<file path="config.mk">
export PLATFORM = sky130hd
export DESIGN_NAME = tdc_readout_top
export DESIGN_NICKNAME = d
export VERILOG_FILES = /design/src/rtl/tdc_pkg.sv /design/src/rtl/host_command.sv /design/src/rtl/tdc_spi_master.sv /design/src/rtl/tdc_channel.sv /design/src/rtl/uart_tx.sv /design/src/rtl/result_collector.sv /design/src/rtl/tdc_readout_top.sv
export SDC_FILE = /design/constraint.sdc
export NUM_CORES = 1
export LEC_CHECK = 0
export BUFFER_PORTS_ARGS = -buffer_cell sky130_fd_sc_hd__buf_2
export CAP_MARGIN = 0
export CORE_AREA = 2 2 224 226
export DETAILED_ROUTE_END_ITERATION = 16
export DIE_AREA = 0 0 226 228
export PLACE_DENSITY = 0.81
export SLEW_MARGIN = 0
export SYNTH_ARGS = -nofsm -noshare
export SYNTH_HDL_FRONTEND = slang
export SYNTH_SLANG_ARGS = --single-unit
</file>
<file path="constraint.sdc">
create_clock -name clk -period 12.3 [get_ports clk]
set_clock_uncertainty 0.2 [all_clocks]
set_input_delay 2.46 -clock clk [delete_from_list [all_inputs] [get_ports clk]]
set_output_delay 2.46 -clock clk [all_outputs]
set_load 0.05 [all_outputs]
</file>
<file path="src/rtl/tdc_pkg.sv">
package tdc_pkg;

  localparam int NUM_CH       = 4;
  localparam int CLKS_PER_BIT = 16;    // host uart oversampling
  localparam int SPI_HALF     = 3;     // clocks per sck phase
  localparam int START_PULSE  = 4;
  localparam int INTB_TIMEOUT = 2000;
  localparam int REC_BYTES    = 7;

  localparam logic [7:0]  CMD_MEASURE  = 8'h4D;  // ascii M
  // auto-increment read starting at TIME1
  localparam logic [7:0]  RD_CMD       = 8'h90;
  localparam logic [23:0] TIMEOUT_TIME = 24'hFF_FFFF;

  typedef struct packed {
    logic [7:0]  ch;
    logic [23:0] time1;
    logic [23:0] calib1;
  } tdc_fields_t;

  // same 56 bits, either as fields or as bytes in uart order
  typedef union packed {
    tdc_fields_t                     f;
    logic [0:REC_BYTES-1][7:0]       b;  // b[0] is the channel id
  } tdc_record_u;

endpackage

</file>
<file path="src/rtl/host_command.sv">
module host_command (
  input  logic clk,
  input  logic rst,
  input  logic uart_rx,
  input  logic round_busy,
  output logic measure
);
  import tdc_pkg::*;

  logic                            rx_meta;
  logic                            rx_s;     // synchronized serial line
  logic                            rx_act;   // frame in progress
  logic [3:0]                      bit_idx;  // 0 start, 1..8 data, 9 stop
  logic [$clog2(CLKS_PER_BIT)-1:0] cnt;
  logic [7:0]                      shreg;
  logic                            bit_end;

  // start bit is checked at half a bit, the rest one bit apart
  assign bit_end = rx_act && ((bit_idx == 4'd0) ? (int'(cnt) == CLKS_PER_BIT / 2 - 1)
                                                : (int'(cnt) == CLKS_PER_BIT - 1));

  always_ff @(posedge clk) begin
    rx_meta <= uart_rx;
    rx_s    <= rx_meta;
    measure <= 1'b0;
    if (rst) begin
      rx_meta <= 1'b1;
      rx_s    <= 1'b1;
      rx_act  <= 1'b0;
      bit_idx <= '0;
      cnt     <= '0;
      measure <= 1'b0;
    end else if (!rx_act) begin
      cnt     <= '0;
      bit_idx <= '0;
      rx_act  <= !rx_s;  // falling edge opens a frame
    end else if (bit_end) begin
      cnt     <= '0;
      bit_idx <= bit_idx + 1'b1;
      if (bit_idx == 4'd0) begin
        rx_act <= !rx_s;  // glitch, not a start bit
      end else if (bit_idx == 4'd9) begin
        rx_act <= 1'b0;
        // valid stop bit, right byte, nothing running
        measure <= rx_s && (shreg == CMD_MEASURE) && !round_busy;
      end else begin
        shreg <= {rx_s, shreg[7:1]};  // lsb first
      end
    end else begin
      cnt <= cnt + 1'b1;
    end
  end

endmodule

</file>
<file path="src/rtl/tdc_spi_master.sv">
module tdc_spi_master (
  input  logic       clk,
  input  logic       rst,
  input  logic       spi_start,
  input  logic [7:0] tx_byte,
  input  logic       cs_hold,
  output logic       busy,
  output logic       done,
  output logic [7:0] rx_byte,
  output logic       cs,
  output logic       sck,
  output logic       mosi,
  input  logic       miso
);
  import tdc_pkg::*;

  logic [$clog2(SPI_HALF+1)-1:0] cnt;
  logic [2:0]                    bit_cnt;
  logic [7:0]                    tx_sh;
  logic [7:0]                    rx_sh;

  assign mosi    = tx_sh[7];  // msb first
  assign rx_byte = rx_sh;     // complete when done pulses

  always_ff @(posedge clk) begin
    done <= 1'b0;
    if (rst) begin
      busy    <= 1'b0;
      done    <= 1'b0;
      cs      <= 1'b1;
      sck     <= 1'b0;
      cnt     <= '0;
      bit_cnt <= '0;
      tx_sh   <= '0;
    end else if (!busy) begin
      cnt     <= '0;
      bit_cnt <= '0;
      if (spi_start) begin
        busy  <= 1'b1;
        cs    <= 1'b0;
        tx_sh <= tx_byte;
      end else if (!cs_hold) begin
        cs <= 1'b1;  // frame over
      end
    end else if (int'(cnt) == SPI_HALF - 1) begin
      cnt <= '0;
      sck <= !sck;
      if (!sck) begin
        rx_sh <= {rx_sh[6:0], miso};  // rising edge samples
      end else begin
        tx_sh   <= {tx_sh[6:0], 1'b0};  // falling edge shifts
        bit_cnt <= bit_cnt + 1'b1;
        if (bit_cnt == 3'd7) begin
          busy <= 1'b0;
          done <= 1'b1;
        end
      end
    end else begin
      cnt <= cnt + 1'b1;
    end
  end

endmodule

</file>
<file path="src/rtl/tdc_channel.sv">
module tdc_channel (
  input  logic                clk,
  input  logic                rst,
  input  logic [7:0]          ch_id,
  input  logic                measure,
  input  logic                rec_take,
  output logic                rec_valid,
  output tdc_pkg::tdc_record_u rec_data,
  output logic                tdc_start,
  input  logic                tdc_intb,
  output logic                tdc_cs,
  output logic                tdc_sck,
  output logic                tdc_mosi,
  input  logic                tdc_miso
);
  import tdc_pkg::*;

  logic                            intb_meta;
  logic                            intb_s;
  logic                            waiting;   // start sent, interrupt pending
  logic                            reading;   // spi frame running
  logic [$clog2(INTB_TIMEOUT)-1:0] cnt;
  logic [2:0]                      byte_idx;
  logic                            spi_start;
  logic [7:0]                      spi_byte;
  logic                            spi_done;
  logic [7:0]                      spi_rx;
  logic [47:0]                     result;
  logic [47:0]                     result_next;

  // command reply falls out the top after six more bytes
  assign result_next = {result[39:0], spi_rx};

  tdc_spi_master spi (
    .clk(clk),
    .rst(rst),
    .spi_start(spi_start),
    .tx_byte(spi_byte),
    .cs_hold(reading),
    .busy(),
    .done(spi_done),
    .rx_byte(spi_rx),
    .cs(tdc_cs),
    .sck(tdc_sck),
    .mosi(tdc_mosi),
    .miso(tdc_miso)
  );

  always_ff @(posedge clk) begin
    intb_meta <= tdc_intb;
    intb_s    <= intb_meta;
    spi_start <= 1'b0;
    if (rst) begin
      intb_meta <= 1'b1;
      intb_s    <= 1'b1;
      tdc_start <= 1'b0;
      waiting   <= 1'b0;
      reading   <= 1'b0;
      rec_valid <= 1'b0;
      spi_start <= 1'b0;
      cnt       <= '0;
      byte_idx  <= '0;
    end else begin
      if (measure && !tdc_start && !waiting && !reading && !rec_valid) begin
        tdc_start <= 1'b1;
        cnt       <= '0;
      end
      if (tdc_start) begin
        if (int'(cnt) == START_PULSE - 1) begin
          tdc_start <= 1'b0;
          waiting   <= 1'b1;
          cnt       <= '0;
        end else begin
          cnt <= cnt + 1'b1;
        end
      end
      if (waiting) begin
        if (!intb_s) begin
          waiting   <= 1'b0;
          reading   <= 1'b1;
          spi_start <= 1'b1;
          spi_byte  <= RD_CMD;
          byte_idx  <= '0;
        end else if (int'(cnt) == INTB_TIMEOUT - 1) begin
          waiting              <= 1'b0;  // no spi traffic at all
          rec_valid            <= 1'b1;
          rec_data.f.ch        <= ch_id;
          rec_data.f.time1     <= TIMEOUT_TIME;
          rec_data.f.calib1    <= '0;
        end else begin
          cnt <= cnt + 1'b1;
        end
      end
      if (reading && spi_done) begin
        result   <= result_next;
        byte_idx <= byte_idx + 1'b1;
        if (byte_idx == 3'd6) begin
          reading           <= 1'b0;  // lets cs rise
          rec_valid         <= 1'b1;
          rec_data.f.ch     <= ch_id;
          rec_data.f.time1  <= result_next[47:24];
          rec_data.f.calib1 <= result_next[23:0];
        end else begin
          spi_start <= 1'b1;
          spi_byte  <= 8'h00;  // dummy, clocks out the next reply
        end
      end
      if (rec_take) rec_valid <= 1'b0;
    end
  end

endmodule

</file>
<file path="src/rtl/uart_tx.sv">
module uart_tx (
  input  logic       clk,
  input  logic       rst,
  input  logic       tx_start,
  input  logic [7:0] tx_byte,
  output logic       tx_busy,
  output logic       tx
);
  import tdc_pkg::*;

  logic [9:0]                      shreg;  // stop, data, start
  logic [3:0]                      bit_idx;
  logic [$clog2(CLKS_PER_BIT)-1:0] cnt;

  assign tx = shreg[0];

  always_ff @(posedge clk) begin
    if (rst) begin
      shreg   <= '1;  // line idles high
      tx_busy <= 1'b0;
      bit_idx <= '0;
      cnt     <= '0;
    end else if (!tx_busy) begin
      cnt     <= '0;
      bit_idx <= '0;
      if (tx_start) begin
        shreg   <= {1'b1, tx_byte, 1'b0};
        tx_busy <= 1'b1;
      end
    end else if (int'(cnt) == CLKS_PER_BIT - 1) begin
      cnt   <= '0;
      shreg <= {1'b1, shreg[9:1]};
      if (bit_idx == 4'd9) tx_busy <= 1'b0;  // stop bit done
      else bit_idx <= bit_idx + 1'b1;
    end else begin
      cnt <= cnt + 1'b1;
    end
  end

endmodule

</file>
<file path="src/rtl/result_collector.sv">
module result_collector (
  input  logic                                          clk,
  input  logic                                          rst,
  input  logic                                          measure,
  input  logic                 [tdc_pkg::NUM_CH-1:0]    rec_valid,
  input  tdc_pkg::tdc_record_u [tdc_pkg::NUM_CH-1:0]    rec_data,
  output logic                 [tdc_pkg::NUM_CH-1:0]    rec_take,
  output logic                                          round_busy,
  output logic                                          tx_start,
  output logic                 [7:0]                    tx_byte,
  output logic                                          tx
);
  import tdc_pkg::*;

  logic [$clog2(NUM_CH)-1:0] idx;        // channel being drained
  logic                      have_rec;   // rec_buf holds unsent bytes
  logic                      last_sent;  // final byte handed to uart
  logic [2:0]                byte_idx;
  tdc_record_u               rec_buf;
  logic                      tx_busy;
  logic                      tx_free;

  // busy only rises the cycle after a start
  assign tx_free = !tx_busy && !tx_start;

  uart_tx uart_tx (
    .clk(clk),
    .rst(rst),
    .tx_start(tx_start),
    .tx_byte(tx_byte),
    .tx_busy(tx_busy),
    .tx(tx)
  );

  always_ff @(posedge clk) begin
    rec_take <= '0;
    tx_start <= 1'b0;
    if (rst) begin
      rec_take   <= '0;
      tx_start   <= 1'b0;
      round_busy <= 1'b0;
      idx        <= '0;
      have_rec   <= 1'b0;
      last_sent  <= 1'b0;
    end else if (measure) begin
      round_busy <= 1'b1;
      idx        <= '0;
      have_rec   <= 1'b0;
      last_sent  <= 1'b0;
    end else if (round_busy) begin
      if (last_sent) begin
        if (tx_free) begin  // wait out the stop bit
          round_busy <= 1'b0;
          last_sent  <= 1'b0;
        end
      end else if (!have_rec) begin
        // strict channel order, no skipping
        if (rec_valid[idx]) begin
          rec_take[idx] <= 1'b1;
          rec_buf       <= rec_data[idx];
          have_rec      <= 1'b1;
          byte_idx      <= '0;
        end
      end else if (tx_free) begin
        tx_start <= 1'b1;
        tx_byte  <= rec_buf.b[byte_idx];
        byte_idx <= byte_idx + 1'b1;
        if (byte_idx == 3'(REC_BYTES - 1)) begin
          have_rec <= 1'b0;
          if (int'(idx) == NUM_CH - 1) last_sent <= 1'b1;
          else idx <= idx + 1'b1;
        end
      end
    end
  end

endmodule

</file>
<file path="src/rtl/tdc_readout_top.sv">
module tdc_readout_top (
  input  logic                       clk,
  input  logic                       rst,
  input  logic                       uart_rx,
  output logic                       uart_tx,
  output logic [tdc_pkg::NUM_CH-1:0] tdc_start,
  input  logic [tdc_pkg::NUM_CH-1:0] tdc_intb,
  output logic [tdc_pkg::NUM_CH-1:0] tdc_cs,
  output logic [tdc_pkg::NUM_CH-1:0] tdc_sck,
  output logic [tdc_pkg::NUM_CH-1:0] tdc_mosi,
  input  logic [tdc_pkg::NUM_CH-1:0] tdc_miso
);
  import tdc_pkg::*;

  logic                     measure;     // round start strobe
  logic                     round_busy;
  logic [NUM_CH-1:0]        rec_valid;
  logic [NUM_CH-1:0]        rec_take;
  tdc_record_u [NUM_CH-1:0] rec_data;

  host_command host_command (
    .clk(clk),
    .rst(rst),
    .uart_rx(uart_rx),
    .round_busy(round_busy),
    .measure(measure)
  );

  for (genvar i = 0; i < NUM_CH; i++) begin : ch
    tdc_channel channel (
      .clk(clk),
      .rst(rst),
      .ch_id(8'(i)),  // record identity
      .measure(measure),
      .rec_take(rec_take[i]),
      .rec_valid(rec_valid[i]),
      .rec_data(rec_data[i]),
      .tdc_start(tdc_start[i]),
      .tdc_intb(tdc_intb[i]),
      .tdc_cs(tdc_cs[i]),
      .tdc_sck(tdc_sck[i]),
      .tdc_mosi(tdc_mosi[i]),
      .tdc_miso(tdc_miso[i])
    );
  end

  result_collector result_collector (
    .clk(clk),
    .rst(rst),
    .measure(measure),
    .rec_valid(rec_valid),
    .rec_data(rec_data),
    .rec_take(rec_take),
    .round_busy(round_busy),
    .tx_start(),
    .tx_byte(),
    .tx(uart_tx)
  );

endmodule

</file>
==> metrics.md <==
| Metric | Value |
|---|---|
| Outcome | `completed` |
| Reg2Reg Setup Slack | `9.44 ns` |
| CP delay by family, top | `buffers and inverters` |
| Main synth FF type | `edfxtp_1` |
| Synth Register Bits | `a little over 700` |
| Most frequent cells in the layout | `edfxtp_1, dfxtp_1, nor2_1` |
| Worst Tran Pin Value | `around 1.3 ns` |
| CTS Sinks | `a little over 700` |
| Layout cells sized above 1 | `between 10 and 15%` |
| Critical path class | `input port to flip-flop` |
| CP max stage delay | `0.69 ns` |
| Pre-Repair DR Iteration Count | `6` |
| # IOs | `28` |
| Final WS setup | `7.46 ns` |
| ANT cells | `0` |
| Hold Path Stages | `1` |
| Final WL | `around 65 mm` |
| Worst r2r src | `ch[0].channel.reading$_SDFF_PP0_` |
| Hold Vio Cnt, Final | `0` |
| WP data required | `12.40 ns` |
| Initial antenna violation count | `0` |
| Area growth from synthesis to layout | `9.87%` |
| Placed Area | `around 0.030 mm²` |
| H-Tree Depth | `3` |
| Crit path DAT | `~4.9 ns` |
| Switching Fraction | `20.1%` |
| Gpl congestion | `0.825` |
| Gr busiest metal | `met2` |
| Post-synth cell types | `62` |
| Max-Cap Viols | `0` |
| Global-route wire length before repair | `102 mm` |
| Psw | `a little under 1 mW` |
| Number of nets with antenna violations after routing | `0` |
| Crit path max fanout | `between 100 and 150` |
| Minimum clock period | `4.84 ns` |
| Crit path launch type | `input port` |
| Initial DRC count | `approximately 2000` |
| R2r worst-path depth | `5` |
| Vias | `about 18000` |
| Die X | `226 µm` |
| Fmax | `just over 0.2 GHz` |
| Cell breakdown of the critical path | `buf_4 > inv_8 > buf_4 > nand2_1 > nor3b_1 > buf_4` |
| Start point of the worst hold path | `result_collector.rec_take[0]$_SDFF_PP0_` |
| Final std cell area, no fill | `roughly 0.032 mm²` |
| CTS root buf | `clkbuf_16` |
| Row Count | `between 80 and 90` |
| Commonest non-fill, non-tap cell in the layout | `edfxtp_1` |
| Area leader, netlist | `edfxtp_1` |
| Met1 usage | `34.7%` |
| Clock Path Buffers | `3` |
| Slowest CP cell | `buf_4` |
| Hold Slack | `approximately 0.19 ns` |
| Max Slew Vio Count | `0` |
| Final Util | `about two thirds` |
| Total power draw | `a little under 5 mW` |
| Layout fillers | `between 3000 and 4000` |
| Synth warn | `0` |
| Avg Cell Area, Syn | `about 14 µm²` |
| Post-CTS sizing | `0` |
| WHS Endpoint | `ch[0].channel.rec_valid$_SDFF_PP0_` |
| RSZ-0062 raised after global routing | `false` |
| Placed cells | `2637` |
| Vias per cell | `6.50` |
| Drt drc | `0` |
| Post-Layout Cell Count | `2762` |
| Cts bufs inserted | `70` |
| Final TNS setup | `0 ns` |
| Most numerous cell on the critical path | `buf_4` |
| EDFF count, synth | `around 520` |
| Tcrit/Tclk final | `39.3%` |
| Power per cell area | `between 150 and 200 mW/mm²` |
| Met3 GRT Util | `roughly 5.1%` |
| Main area contributors after synthesis | `edfxtp_1, dfxtp_1, mux4_2, a22o_1, o22a_1` |
| Post-DP HPWL | `around 38 mm` |
| Top cell type's share of synthesized area | `a little over half` |
| Reg power frac | `a little over half` |
| Post-CTS Hold Fix Bufs | `0` |
| Setup Slack @ Placement | `6.90 ns` |
| Clk pwr share | `between 40% and 50%` |
| Clk slew on worst S/H paths | `0.06 ns` |
| Syn Nets | `around 2100` |
| Post-synthesis sequential area ratio | `66.9%` |
| Met2 Usage GRT | `41.6%` |
| Combinational share of power | `around 1.9%` |
| Buf/Inv on CP | `4` |
| Drt wl/cell | `23.5 µm` |
| Placeable Area | `roughly 0.05 mm²` |
| Die footprint | `~0.05 mm²` |
| GRT Total Usage | `approximately 26%` |
| Pin count of the biggest net entering global routing | `between 150 and 200` |
| Starting density of the core | `59.2%` |
| Vias in the first global route | `approximately 18000` |
| Worst setup EP type | `flip-flop` |
| Fraction of registers with async set/reset | `0%` |
| Leakage | `about 11 nW` |
| Mapped Cells | `between 2000 and 2500` |
| Maximum VDD drop | `0.000172 V` |
| Clk_lat worst skew | `0.60 ns` |
| Synthesized area | `slightly below 0.03 mm²` |
| Internal power | `a little under 4 mW` |
| CTS tree | `built` |
| Post-CTS Setup Bufs | `0` |
| Normalized max-slew margin | `10.3%` |
| Setup violators final | `0` |
| Crit Reg-Reg Endpoint | `ch[0].channel.rec_data[15]$_DFFE_PN_` |
| GRT overflow | `0` |
| Worst min-delay path category | `flip-flop to flip-flop` |
| PortBufs | `27` |
| Nets@finish | `approximately 2100` |
| Die Span Y | `around 230 µm` |
area by class of cell:
type / count / area, µm² / area share, %
clock buffers: 89 / 1930 / 6.01
clock inverters: 36 / 318 / 0.990
inverters: 58 / 225 / 0.702
multi-input cells: 1138 / 8870 / 27.6
flip-flops and latches: 715 / 19600 / 60.9
well taps: 672 / 841 / 2.62
repair buffers: 54 / 353 / 1.10
cells by family after synthesis:
| kind of cell | Yosys count | synth area share [%] |
|---|---|---|
| xor+xnor | 20 | 0.600 |
| fa+ha+maj | 37 | 1.59 |
| simple gates | 506 | 8.88 |
| buf+inv | 187 | 2.94 |
| mux | 105 | 6.38 |
| compound gates | 470 | 12.7 |
| flops | 715 | 66.9 |
state kept, by name, indices dropped and copies added (netlist names), 9 cells and up:
name / flops
ch.channel.rec_data: 224
ch.channel.result: 160
result_collector.rec_buf: 56
ch.channel.cnt: 44
ch.channel.spi.rx_byte: 32
ch.channel.spi.tx_sh: 32
ch.channel.spi_byte: 32
ch.channel.byte_idx: 12
ch.channel.spi.bit_cnt: 12
result_collector.uart_tx.shreg: 9
synthesized netlist by cell type, types with 17 or more instances:
cell	n
edfxtp_1	523
dfxtp_1	192
nor2_1	157
a22o_1	96
clkbuf_1	77
nand2_1	74
o22a_1	73
and2_1	68
mux4_2	65
a21oi_1	62
inv_1	57
nand3_1	48
o21ai_0	48
a211oi_1	41
mux2i_1	40
ha_1	37
nor3_1	36
o221ai_1	25
o22a_2	23
a31oi_1	21
nor2b_1	21
o211ai_1	18
buf_4	17
nand4_1	17
worst max-delay path by stage:
stage | from | end | slack, ns | cells after the start
floorplan | rst | result_collector.uart_tx.shreg[3]$_SDFFE_PP1P_ | 1.17 | 4
global placement | rst | ch[0].channel.spi.rx_byte[2]$_DFFE_PP_ | 7.06 | 6
detailed placement | rst | ch[0].channel.spi.rx_byte[1]$_DFFE_PP_ | 6.90 | 6
CTS | rst | ch[0].channel.spi.rx_byte[3]$_DFFE_PP_ | 7.51 | 6
global route | rst | ch[0].channel.spi.rx_byte[3]$_DFFE_PP_ | 7.34 | 6
finish | rst | ch[0].channel.spi.rx_byte[3]$_DFFE_PP_ | 7.46 | 6
power groups by stage:
stage	logic, mW	registers [mW]	clock network (mW)
floorplan	0.0698	2.71	0
global placement	0.0866	2.70	0
detailed placement	0.0919	2.71	0
CTS	0.0941	2.66	2.13
global route	0.101	2.66	2.22
finish	0.0934	2.66	2.12
per-layer routing:
metal  wire length (µm)  up-vias
li1                   -     7927
met1              25600     9003
met2              32000      883
met3               5430      142
met4               1870        0
met5                  0        -
worst register-to-register path, cell delays in order, from the launching register on:
cell     delay (ns)
dfxtp_1        0.59
nand2_1        0.32
nor2_4         0.82
a21oi_2        0.05
buf_4          0.31
a22o_1         0.32
No activity file was read; power rests on OpenSTA's default activity.
